$ cat src/pkt_cut_defs.svh
// ~~~~~~~~~~~~~~~~~~~~~~~~~~~~~~~~~~~~~~~~
// packet cutter widths and limits
// stream sizes and input FIFO sizing
// ~~~~~~~~~~~~~~~~~~~~~~~~~~~~~~~~~~~~~~~~
`ifndef PKT_CUT_DEFS_SVH
`define PKT_CUT_DEFS_SVH

// stream widths
`define PC_DATA_W 64
`define PC_STRB_W (`PC_DATA_W / 8)
`define PC_USER_W 16

// width of the kept-word count
`define PC_CNT_W 16

// input FIFO: 8 entries
`define PC_FIFO_DEPTH_BITS 3
// free entries left when nearly_full rises
`define PC_FIFO_SLACK 2

`endif
$ cat src/pkt_cut_pkg.sv
// ~~~~~~~~~~~~~~~~~~~~~~~~~~~~~~~~~~~~~~~~
// packet cutter types
// stream word, decoded word, opcodes and states
// ~~~~~~~~~~~~~~~~~~~~~~~~~~~~~~~~~~~~~~~~
`default_nettype none
`include "pkt_cut_defs.svh"

package pkt_cut_pkg;

	typedef struct packed {
		logic [`PC_DATA_W-1:0] data;
		logic [`PC_STRB_W-1:0] strb;
		logic [`PC_USER_W-1:0] user;
		logic                  last;
	} stream_word_t;

	// what to do with a word leaving the FIFO
	typedef enum logic [1:0] {
		kind_forward  = 2'd0,
		kind_fold     = 2'd1,
		kind_fold_end = 2'd2 // last folded word, digest goes out
	} word_kind_e;

	typedef struct packed {
		stream_word_t word;
		word_kind_e   kind;
	} decoded_word_t;

	typedef enum logic [1:0] {st_first, st_keep, st_fold} cut_state_e;

endpackage

`default_nettype wire

$ cat src/packet_cutter.sv
// ~~~~~~~~~~~~~~~~~~~~~~~~~~~~~~~~~~~~~~~~
// stream packet cutter top
// keeps the first words, folds the rest into a digest
// ~~~~~~~~~~~~~~~~~~~~~~~~~~~~~~~~~~~~~~~~
`timescale 1ns/1ps
`default_nettype none
`include "pkt_cut_defs.svh"

module packet_cutter (
	input  wire logic                   axi_aclk,
	input  wire logic                   axi_resetn,
	input  wire logic [`PC_DATA_W-1:0]  s_axis_tdata,
	input  wire logic [`PC_STRB_W-1:0]  s_axis_tstrb,
	input  wire logic [`PC_USER_W-1:0]  s_axis_tuser,
	input  wire logic                   s_axis_tvalid,
	output logic                        s_axis_tready,
	input  wire logic                   s_axis_tlast,
	output logic      [`PC_DATA_W-1:0]  m_axis_tdata,
	output logic      [`PC_STRB_W-1:0]  m_axis_tstrb,
	output logic      [`PC_USER_W-1:0]  m_axis_tuser,
	output logic                        m_axis_tvalid,
	input  wire logic                   m_axis_tready,
	output logic                        m_axis_tlast,
	input  wire logic                   cut_en,
	input  wire logic [`PC_CNT_W-1:0]   cut_words
);

	pkt_cut_pkg::stream_word_t  s_word;
	pkt_cut_pkg::stream_word_t  head;
	pkt_cut_pkg::stream_word_t  out_word;
	pkt_cut_pkg::decoded_word_t issue;
	logic                       head_valid, nearly_full, pop;
	logic                       issue_valid, accept;
	logic [`PC_DATA_W-1:0]      digest;

	assign s_word = '{data: s_axis_tdata, strb: s_axis_tstrb,
		user: s_axis_tuser, last: s_axis_tlast};
	assign s_axis_tready = ~nearly_full;

	word_fifo #(
		.WIDTH      ($bits(pkt_cut_pkg::stream_word_t)),
		.DEPTH_BITS (`PC_FIFO_DEPTH_BITS)
	) in_fifo_i (
		.axi_aclk, .axi_resetn,
		.din         (s_word),
		.wr_en       (s_axis_tvalid & ~nearly_full),
		.pop, .head, .head_valid, .nearly_full
	);

	cut_decode decode_i (.axi_aclk, .axi_resetn, .head, .head_valid, .accept,
		.cut_en, .cut_words, .pop, .issue, .issue_valid);

	hash_execute execute_i (.axi_aclk, .axi_resetn, .issue, .issue_valid, .digest);

	cut_result result_i (.axi_aclk, .axi_resetn, .issue, .issue_valid, .digest,
		.m_axis_tready, .out_word, .out_valid(m_axis_tvalid), .accept);

	assign m_axis_tdata = out_word.data;
	assign m_axis_tstrb = out_word.strb;
	assign m_axis_tuser = out_word.user;
	assign m_axis_tlast = out_word.last;

endmodule

`default_nettype wire

$ cat src/cut_result.sv
// ~~~~~~~~~~~~~~~~~~~~~~~~~~~~~~~~~~~~~~~~
// output register stage
// drives the master stream, appends the digest word
// ~~~~~~~~~~~~~~~~~~~~~~~~~~~~~~~~~~~~~~~~
`timescale 1ns/1ps
`default_nettype none
`include "pkt_cut_defs.svh"

module cut_result (
	input  wire logic                        axi_aclk,
	input  wire logic                        axi_resetn,
	input  wire pkt_cut_pkg::decoded_word_t  issue,
	input  wire logic                        issue_valid,
	input  wire logic [`PC_DATA_W-1:0]       digest,
	input  wire logic                        m_axis_tready,
	output pkt_cut_pkg::stream_word_t        out_word,
	output logic                             out_valid,
	output logic                             accept
);

	pkt_cut_pkg::stream_word_t digest_word;
	logic                      load;

	// register empty or draining this cycle
	assign accept = ~out_valid | m_axis_tready;

	// fold words only feed the accumulator
	assign load = issue_valid && (issue.kind != pkt_cut_pkg::kind_fold);

	always_comb begin
		digest_word.data = digest;
		digest_word.strb = {`PC_STRB_W{1'b1}};
		digest_word.user = issue.word.user; // tuser of the final input word
		digest_word.last = 1'b1;
	end

	always_ff @(posedge axi_aclk) begin
		if (!axi_resetn)
			out_valid <= 1'b0;
		else if (accept)
			out_valid <= load;
	end

	// payload, no reset
	always_ff @(posedge axi_aclk) begin
		if (accept && load) begin
			if (issue.kind == pkt_cut_pkg::kind_fold_end)
				out_word <= digest_word;
			else
				out_word <= issue.word;
		end
	end

endmodule

`default_nettype wire

$ cat src/hash_execute.sv
// ~~~~~~~~~~~~~~~~~~~~~~~~~~~~~~~~~~~~~~~~
// digest accumulator
// XOR of the strobe-masked folded words
// ~~~~~~~~~~~~~~~~~~~~~~~~~~~~~~~~~~~~~~~~
`timescale 1ns/1ps
`default_nettype none
`include "pkt_cut_defs.svh"

module hash_execute (
	input  wire logic                        axi_aclk,
	input  wire logic                        axi_resetn,
	input  wire pkt_cut_pkg::decoded_word_t  issue,
	input  wire logic                        issue_valid,
	output logic [`PC_DATA_W-1:0]            digest
);

	logic [`PC_DATA_W-1:0] acc;
	logic [`PC_DATA_W-1:0] masked;

	// zero bytes whose strobe is low
	always_comb begin
		for (int i = 0; i < `PC_STRB_W; i++)
			masked[i*8 +: 8] = issue.word.data[i*8 +: 8] & {8{issue.word.strb[i]}};
	end

	assign digest = acc ^ masked;

	always_ff @(posedge axi_aclk) begin
		if (!axi_resetn) begin
			acc <= '0;
		end else if (issue_valid) begin
			case (issue.kind)
				pkt_cut_pkg::kind_fold:     acc <= digest;
				pkt_cut_pkg::kind_fold_end: acc <= '0; // ready for next packet
				default:                    acc <= acc;
			endcase
		end
	end

endmodule

`default_nettype wire

$ cat src/cut_decode.sv
// ~~~~~~~~~~~~~~~~~~~~~~~~~~~~~~~~~~~~~~~~
// cut decode
// tags each FIFO word forward, fold or fold-end
// ~~~~~~~~~~~~~~~~~~~~~~~~~~~~~~~~~~~~~~~~
`timescale 1ns/1ps
`default_nettype none
`include "pkt_cut_defs.svh"

module cut_decode (
	input  wire logic                       axi_aclk,
	input  wire logic                       axi_resetn,
	input  wire pkt_cut_pkg::stream_word_t  head,
	input  wire logic                       head_valid,
	input  wire logic                       accept,
	input  wire logic                       cut_en,
	input  wire logic [`PC_CNT_W-1:0]       cut_words,
	output logic                            pop,
	output pkt_cut_pkg::decoded_word_t      issue,
	output logic                            issue_valid
);

	pkt_cut_pkg::cut_state_e state;
	logic [`PC_CNT_W-1:0]    remaining; // words still to forward
	logic [`PC_CNT_W-1:0]    cur_cnt;
	logic                    fire;
	logic                    fold_now;

	assign fire = head_valid & accept;
	assign pop  = fire;
	assign issue_valid = fire;

	// cut settings are sampled only on the first word
	always_comb begin
		if (state == pkt_cut_pkg::st_first)
			cur_cnt = cut_en ? cut_words : {`PC_CNT_W{1'b1}};
		else
			cur_cnt = remaining;
	end

	assign fold_now = (state == pkt_cut_pkg::st_fold) || (cur_cnt == '0);

	always_comb begin
		issue.word = head;
		if (!fold_now)
			issue.kind = pkt_cut_pkg::kind_forward; // tlast left untouched
		else if (head.last)
			issue.kind = pkt_cut_pkg::kind_fold_end;
		else
			issue.kind = pkt_cut_pkg::kind_fold;
	end

	always_ff @(posedge axi_aclk) begin
		if (!axi_resetn) begin
			state     <= pkt_cut_pkg::st_first;
			remaining <= '0;
		end else if (fire) begin
			if (!fold_now)
				remaining <= cur_cnt - 1'b1;

			if (head.last)
				state <= pkt_cut_pkg::st_first; // any tlast ends the packet
			else if (fold_now || cur_cnt == `PC_CNT_W'(1))
				state <= pkt_cut_pkg::st_fold; // keep budget used up
			else
				state <= pkt_cut_pkg::st_keep;
		end
	end

endmodule

`default_nettype wire

$ cat src/word_fifo.sv
// ~~~~~~~~~~~~~~~~~~~~~~~~~~~~~~~~~~~~~~~~
// fall-through input FIFO
// head shown without a read, nearly-full flag
// ~~~~~~~~~~~~~~~~~~~~~~~~~~~~~~~~~~~~~~~~
`timescale 1ns/1ps
`default_nettype none
`include "pkt_cut_defs.svh"

module word_fifo #(
	parameter int WIDTH      = 89,
	parameter int DEPTH_BITS = 3
) (
	input  wire logic             axi_aclk,
	input  wire logic             axi_resetn,
	input  wire logic [WIDTH-1:0] din,
	input  wire logic             wr_en,
	input  wire logic             pop,
	output logic      [WIDTH-1:0] head,
	output logic                  head_valid,
	output logic                  nearly_full
);

	localparam int DEPTH = 1 << DEPTH_BITS;

	logic [WIDTH-1:0]      mem [DEPTH];
	logic [DEPTH_BITS-1:0] wr_ptr;
	logic [DEPTH_BITS-1:0] rd_ptr;
	logic [DEPTH_BITS:0]   count; // one extra bit to tell full from empty
	logic [DEPTH_BITS:0]   free_cnt;
	logic                  do_pop;

	assign do_pop     = pop & head_valid;
	assign head       = mem[rd_ptr]; // fall-through, no read latency
	assign head_valid = (count != '0);
	assign free_cnt   = (DEPTH_BITS+1)'(DEPTH) - count;
	assign nearly_full = (free_cnt <= (DEPTH_BITS+1)'(`PC_FIFO_SLACK));

	always_ff @(posedge axi_aclk) begin
		if (wr_en)
			mem[wr_ptr] <= din;
	end

	always_ff @(posedge axi_aclk) begin
		if (!axi_resetn) begin
			wr_ptr <= '0;
			rd_ptr <= '0;
			count  <= '0;
		end else begin
			if (wr_en)
				wr_ptr <= wr_ptr + 1'b1;
			if (do_pop)
				rd_ptr <= rd_ptr + 1'b1;
			case ({wr_en, do_pop})
				2'b10:   count <= count + 1'b1;
				2'b01:   count <= count - 1'b1;
				default: count <= count; // both or neither
			endcase
		end
	end

endmodule

`default_nettype wire

$ cat config.mk
export PLATFORM = sky130hd
export DESIGN_NAME = packet_cutter
export DESIGN_NICKNAME = d
export VERILOG_FILES = /design/src/pkt_cut_pkg.sv /design/src/packet_cutter.sv /design/src/cut_result.sv /design/src/hash_execute.sv /design/src/cut_decode.sv /design/src/word_fifo.sv
export VERILOG_INCLUDE_DIRS = /design/src
export SDC_FILE = /design/constraint.sdc
export NUM_CORES = 1
export LEC_CHECK = 0
export BUFFER_PORTS_ARGS = -buffer_cell sky130_fd_sc_hd__buf_4
export CORE_MARGIN = 2
export CORE_UTILIZATION = 50
export DETAILED_ROUTE_END_ITERATION = 16
export PLACE_DENSITY = 0.73
export SYNTH_ARGS = -nofsm -noshare
export SYNTH_HDL_FRONTEND = slang
export SYNTH_SLANG_ARGS = --single-unit
$ cat constraint.sdc
create_clock -name axi_aclk -period 16.85 [get_ports axi_aclk]
set_input_delay 0 -clock axi_aclk [delete_from_list [all_inputs] [get_ports axi_aclk]]
set_output_delay 0 -clock axi_aclk [all_outputs]
set_load 0.05 [all_outputs]
* Word-level counts from Yosys, hierarchy flattened
Memory sizes are Yosys's and may differ from the RTL's. A register that Yosys moved wholly into a read port is not among the register bits. Cells that the tools add are included.
Operators by class: eq/ne operators 7, $add $sub $neg 6, mux-type cells 13, reduce and logical (&&, ||, !) cells 11, $lt $le $gt $ge 1, bitwise operators 16
Operators with widths (count):
- 64-bit case mux with 2 select lines | 1
- 89-bit 2-to-1 mux | 1
- 8-bit AND | 8
- 64-bit XOR | 1
- 16-bit 2-to-1 mux | 2
- 16-bit by 1-bit == test with 1-bit output (second input constant) | 1
- 16-bit logical NOT | 1
- 16-bit by 1-bit subtractor with 16-bit output (second input constant) | 1
- 2-bit 2-to-1 mux | 4
- 4-bit case mux with 2 select lines | 1
- 3-bit by 1-bit adder with 3-bit output (second input constant) | 2
- 2-bit == test (second input constant) | 3
- 3-bit 2-to-1 mux | 2
- 4-bit by 1-bit adder with 4-bit output (second input constant) | 1
- 2-bit by 1-bit == test with 1-bit output (second input constant) | 2
- 4-bit by 2-bit less-or-equal comparator with 1-bit output (second input constant) | 1
- 2-bit AND reduction | 2
- 2-bit nonzero test | 2
- 4-bit nonzero test | 1
- 4-bit by 1-bit subtractor with 4-bit output (second input constant) | 1
- 4-bit subtractor (first input constant) | 1
- 1-bit AND | 3
- 1-bit inverter | 3
- 1-bit logical AND | 2
- other kinds (5) | 7
Storage, ports and cells: input bits 110, memory bits (writable) 712, memories kept 1, register bits 182
Memories:
- in_fifo_i.mem | depth 8, bits a word 89, read ports 1, clocked after memory_dff 1, wr ports 1, RTL line word_fifo.sv:25 | logic [WIDTH-1:0] mem [DEPTH];

* Logic depth before layout (Yosys ltp)
depth after elaboration 8, mapped depth 15, depth with buffers taken out 14

* By module
From an unflattened synthesis, not the netlist that was laid out.
Unflattened totals: cell total of the unflattened synthesis 1889, area total of the unflattened synthesis 37064.3 µm²
By module, submodules not included:
- word_fifo | area each 27497.6 µm², cells each 1113, instances 1
- cut_result | area each 3901.2 µm², cells each 178, instances 1
- hash_execute | area each 3570.9 µm², cells each 347, instances 1
- cut_decode | area each 2084.5 µm², cells each 249, instances 1
- packet_cutter | area each 10.0 µm², cells each 2, instances 1

* Least setup slack after synthesis
OpenSTA, ideal clock, no wires.
path kind register -> register, start point register in_fifo_i.count[1], end point memory in_fifo_i.mem[2][0] (enable), period minus slack after synthesis 12.316 ns, setup time 0.786 ns, data arrival time 11.530 ns, data required time 16.064 ns, stages on the path, launching flop included 10, path slack 4.534 ns, cells stage by stage dfxtp_1 > clkbuf_1 > inv_1 > ha_1 > nand2b_1 > a21o_1 > a21oi_1 > o22ai_1 > nand2_1 > nor4b_1
On the way: longest elaborated chain between the ends 6
Ends and longest elaborated chain:
- start: declaration | RTL line word_fifo.sv:28 | logic [DEPTH_BITS:0] count;
- start signal: assignment | RTL line word_fifo.sv:54 | 2'b10: count <= count + 1'b1;
- start signal: assignment | RTL line word_fifo.sv:55 | 2'b01: count <= count - 1'b1;
- start signal: assignment | RTL line word_fifo.sv:56 | default: count <= count;
- 4-bit subtractor | RTL line word_fifo.sv:35 | assign free_cnt = (DEPTH_BITS+1)'(DEPTH) - count;
- 4-bit by 2-bit less-or-equal comparator with 1-bit output | RTL line word_fifo.sv:36 | assign nearly_full = (free_cnt <= (DEPTH_BITS+1)'(`PC_FIFO_SLACK));
- 1-bit inverter
- named net s_axis_tready | RTL line packet_cutter.sv:16 | output logic s_axis_tready,
- 1-bit AND | RTL line packet_cutter.sv:46 | .wr_en (s_axis_tvalid & ~nearly_full),
- 1-bit 2-to-1 mux | RTL line word_fifo.sv:39 | if (wr_en)
- 1-bit 2-to-1 mux (implied by the code) | RTL line word_fifo.sv:40 | mem[wr_ptr] <= din;
- end: declaration | RTL line word_fifo.sv:25
The timed path passes the listed nets, and every way through them passes these cells.

* Worst setup path in the final report
start point register decode_i.state[0], end point register result_i.out_word[2] (netlist name)
On the way: longest elaborated chain between the ends 8
Ends and longest elaborated chain:
- start: declaration | RTL line cut_decode.sv:22 | pkt_cut_pkg::cut_state_e state;
- start signal: assignment | RTL line cut_decode.sv:54 | state <= pkt_cut_pkg::st_first;
- start signal: assignment | RTL line cut_decode.sv:61 | state <= pkt_cut_pkg::st_first;
- start signal: assignment | RTL line cut_decode.sv:63 | state <= pkt_cut_pkg::st_fold;
- 2-bit logical NOT | RTL line cut_decode.sv:34 | if (state == pkt_cut_pkg::st_first)
- 16-bit 2-to-1 mux | RTL line cut_decode.sv:34
- 16-bit logical NOT | RTL line cut_decode.sv:40 | assign fold_now = (state == pkt_cut_pkg::st_fold) || (cur_cnt == '0);
- 1-bit logical OR (*) | RTL line cut_decode.sv:40
- 2-bit 2-to-1 mux (*) | RTL line cut_decode.sv:44 | if (!fold_now)
- 2-bit by 1-bit != test with 1-bit output (*) | RTL line cut_result.sv:28 | assign load = issue_valid && (issue.kind != pkt_cut_pkg::kind_fold);
- 1-bit logical AND (*) | RTL line cut_result.sv:28
- 1-bit logical AND (*) | RTL line cut_result.sv:46 | if (accept && load) begin
Every way passes the cells marked *; elsewhere a longest branch is shown, timed or not. A chain may end at the register's enable or synchronous reset.

==> impl_metrics.yaml <==
grt:
  overflow: 0
  grt_use_met2_pct: 37.52
  grt_use_total_pct: 22.60
  antenna_found_initial: 8
  met1_usage_pct: 30.65
  grt_max_degree: 99
  met3_usage_pct: 4.007
  grt_first_pass_wirelength_mm: 126.3
  grt_pass1_vias: 21150
  top_usage_layer: "met2"
timing:
  relSlewSlack_pct: 21.07
  rsz0062_at_grt: "no"
  hold_violations: 0
  tns_ns: 0
  fin_hold_ws_ns: 0.05856
  setup_viol: 0
  finalClockSkew_ns: 0.03004
  slew_violations: 0
  worstMarginPinSlew_ns: 1.184
  finalCritPeriodShare_pct: 26.13
  min_period_ns: 4.403
  max_freq_ghz: 0.2271
final_layout:
  nets: 2469
  drive_above_1_share_pct: 26.53
  fill_cells: 5056
  design_area_sq_um: 42180
  syn_to_final_growth_pct: 17.73
logic_synthesis:
  synth-edff-count: 801
  yosysSeqAreaShare_pct: 72.50
  synth_top_area_share_pct: 67.13
  synthArstFlopShare_pct: 0
  synth_area_leaders: "edfxtp_1, mux4_2, dfxtp_1, mux2_2, a21oi_1"
  yosysTopAreaCell: "edfxtp_1"
  netlist_instances: 2045
  synth-warning-count: 0
  synth_area_sq_um: 35830
  synth_nets: 2165
  synth_area_per_cell_sq_um: 17.52
  yosysUniqueCellTypes: 53
  yosys_most_used_dff: "edfxtp_1"
  synth_seq_cells: 897
worst_setup_path:
  arrival_ns: 4.65
  path_class: "reg -> reg"
  rrSetupSlack_ns: 12.45
  crit_required_ns: 17.10
  start_kind: "register"
  end_kind: "register"
  cp_max_fo: 47
clock_network:
  clkSlewWorstSetupHoldPaths_ns: 0.07
  cts_max_path_buffers: 3
  clockRootBuffer: "clkbuf_16"
  htree_levels: 3
  postCtsSetupBuffers: 0
  cts_tree: "done"
  insertion_delay_ns: 0.65
  cts-resized-gates: 0
  cts_sinks: 897
  numCtsBuffers: 86
placed_design:
  gp_congestion: 0.8869
  hpwl_mm: 44.59
  port_buffers: 200
  dpl_cell_area_sq_um: 38310
status:
  status: "complete, no violations"
routing:
  antenna_left: 0
  wl_per_cell_um: 24.70
  drtIter0Drc: 2195
  first_pass_iters: 5
  vias_per_cell: 6.059
  vias: 20430
  routed_wl_mm: 83.28
  drc: 0
floorplanning:
  io_pins: 201
  initial_utilization_pct: 50.29
  die_h_um: 271.7
  coreArea_sq_um: 71240
  fp-row-count: 98
  die_x_um: 271.7
  dieArea_sq_um: 73810
pwr:
  power_leakage_nw: 14.16
  cellPowerDensity_nw_per_um2: 171.5
  ir_drop_mv: 0.1102
flow_run:
  cap_violations: 0
min_path:
  hp-class: "in -> reg"
## cells in the mapped netlist (2+ instances only)
cell type / number
o21bai_1: 6
clkbuf_1: 78
a211o_1: 52
o21ai_1: 67
xor2_1: 7
nor3_1: 19
inv_1: 15
o211a_1: 9
xnor2_1: 11
buf_6: 3
o21ai_0: 15
dfxtp_1: 96
nor2_1: 116
nand2b_1: 11
nor2_4: 2
a21oi_1: 126
mux2i_1: 16
nor3b_1: 3
nand3_1: 75
or3_1: 6
and3_1: 56
a22oi_1: 3
a22oi_2: 2
a31oi_1: 3
nand2_1: 87
buf_2: 32
buf_1: 7
mux4_2: 178
nor4_1: 4
edfxtp_1: 801
mux2_2: 75
or4b_1: 11
a21o_1: 2
a311o_1: 5
nor4b_1: 4
ha_1: 10
a211oi_2: 8
and2_1: 2
a32o_1: 8
## final cells by class
type / instances / area, sq um / area share [%]
Inverter: 15 / 61.31 / 0.1453
Tap cell: 950 / 1189 / 2.818
Timing Repair Buffer: 337 / 2815 / 6.674
Clock buffer: 107 / 2272 / 5.387
Multi-Input combinational cell: 1012 / 9348 / 22.16
Antenna cell: 2 / 5.005 / 0.01186
Sequential cell: 897 / 25990 / 61.61
Clock inverter: 52 / 505.5 / 1.198
## state kept, by name, summed over array words and instances (netlist names), named ones only
register / cells
in_fifo_i.rd_ptr: 3
in_fifo_i.wr_ptr: 3
result_i.out_word: 89
in_fifo_i.mem: 712
decode_i.state: 2
result_i.out_valid: 1
decode_i.remaining: 16
execute_i.acc: 64
in_fifo_i.count: 4
## layout by cell type, fill, tap and decap left out, types with 10 or more instances in the layout
master         netlist  final
o21ai_0             15     15
nor2_1             116    115
mux2_2              75     75
dlygate4sd3_1        0    109
a211o_1             52     52
nand3_1             75     75
nor3_1              19     17
inv_1               15     12
nand2b_1            11     11
ha_1                10     10
clkbuf_1            78     18
dfxtp_1             96     93
nand2_1             87     85
a21oi_1            126    126
mux2i_1             16     15
clkinv_2             0     20
edfxtp_1           801    801
clkbuf_16            0     87
clkinv_1             0     13
or4b_1              11     11
and3_1              56     56
o21ai_1             67     67
mux4_2             178    178
buf_4                0    227
xnor2_1             11     11
## layer usage
layer	part of all wire, %	vias to the layer above	wire [um]
li1	-	8820	-
met1	41	10530	33810
met2	50	923	41240
met3	7.8	142	6484
met4	2.0	12	1669
met5	0.080	-	67
## worst paths after layout
| path | start | endpoint | cells past startpoint |
|---|---|---|---|
| max | decode_i.state[0]$_SDFFE_PN0P_ | result_i.out_word[2]$_DFFE_PP_ | 8 |
| min | cut_words[3] | decode_i.remaining[4]$_SDFFE_PN0P_ | 5 |
| max reg2reg | decode_i.state[0]$_SDFFE_PN0P_ | result_i.out_word[2]$_DFFE_PP_ | 8 |
| min reg2reg | in_fifo_i.rd_ptr[1]$_SDFFE_PN0P_ | register | 2 |
## logic make-up after synthesis
logic type | count (synthesis) | synth area share, %
adders and majority gates | 10 | 0.3492
DFF | 897 | 72.50
AOI/OAI and AO/OA | 316 | 5.682
muxes | 269 | 13.99
buffers and inverters | 136 | 1.603
and+or+nand+nor | 399 | 5.434
xor gates and xnor gates | 18 | 0.4400
## worst max-delay path: stages, from the launching register on
cell     delay [ns]
dfxtp_1        0.50
nor2_1         0.81
o21ai_0        0.32
ha_1           0.30
nand2_1        0.12
o41a_1         0.29
o21ai_0        0.23
inv_4          0.60
buf_4          0.78
## what timing repair did
item | 4_1_cts | 5_1_grt
hold buffers | 109 | 0
setup endpoints to repair | 0 | 0
hold endpoints to repair | 746 | 0
## metrics by stage
step                      power [mW]  utilization [%]  std cells  setup WS (ns)
final                          7.235            59.21       3372          12.45
after global routing           7.528            59.21       3372          12.17
after CTS                      7.266            59.20       3370          12.48
after detailed placement       5.351            53.77       3102          12.48
after global placement         5.264            53.77       3102          12.55
after floorplan                4.700                -       2045          4.534
## power by group
part | internal (mW) | switching (mW)
Clock | 1.07 | 0.816
Sequential | 2.84 | 0.188
Combinational | 0.843 | 1.47
Total | 4.76 | 2.47
Power figures use the tool's default switching activity.
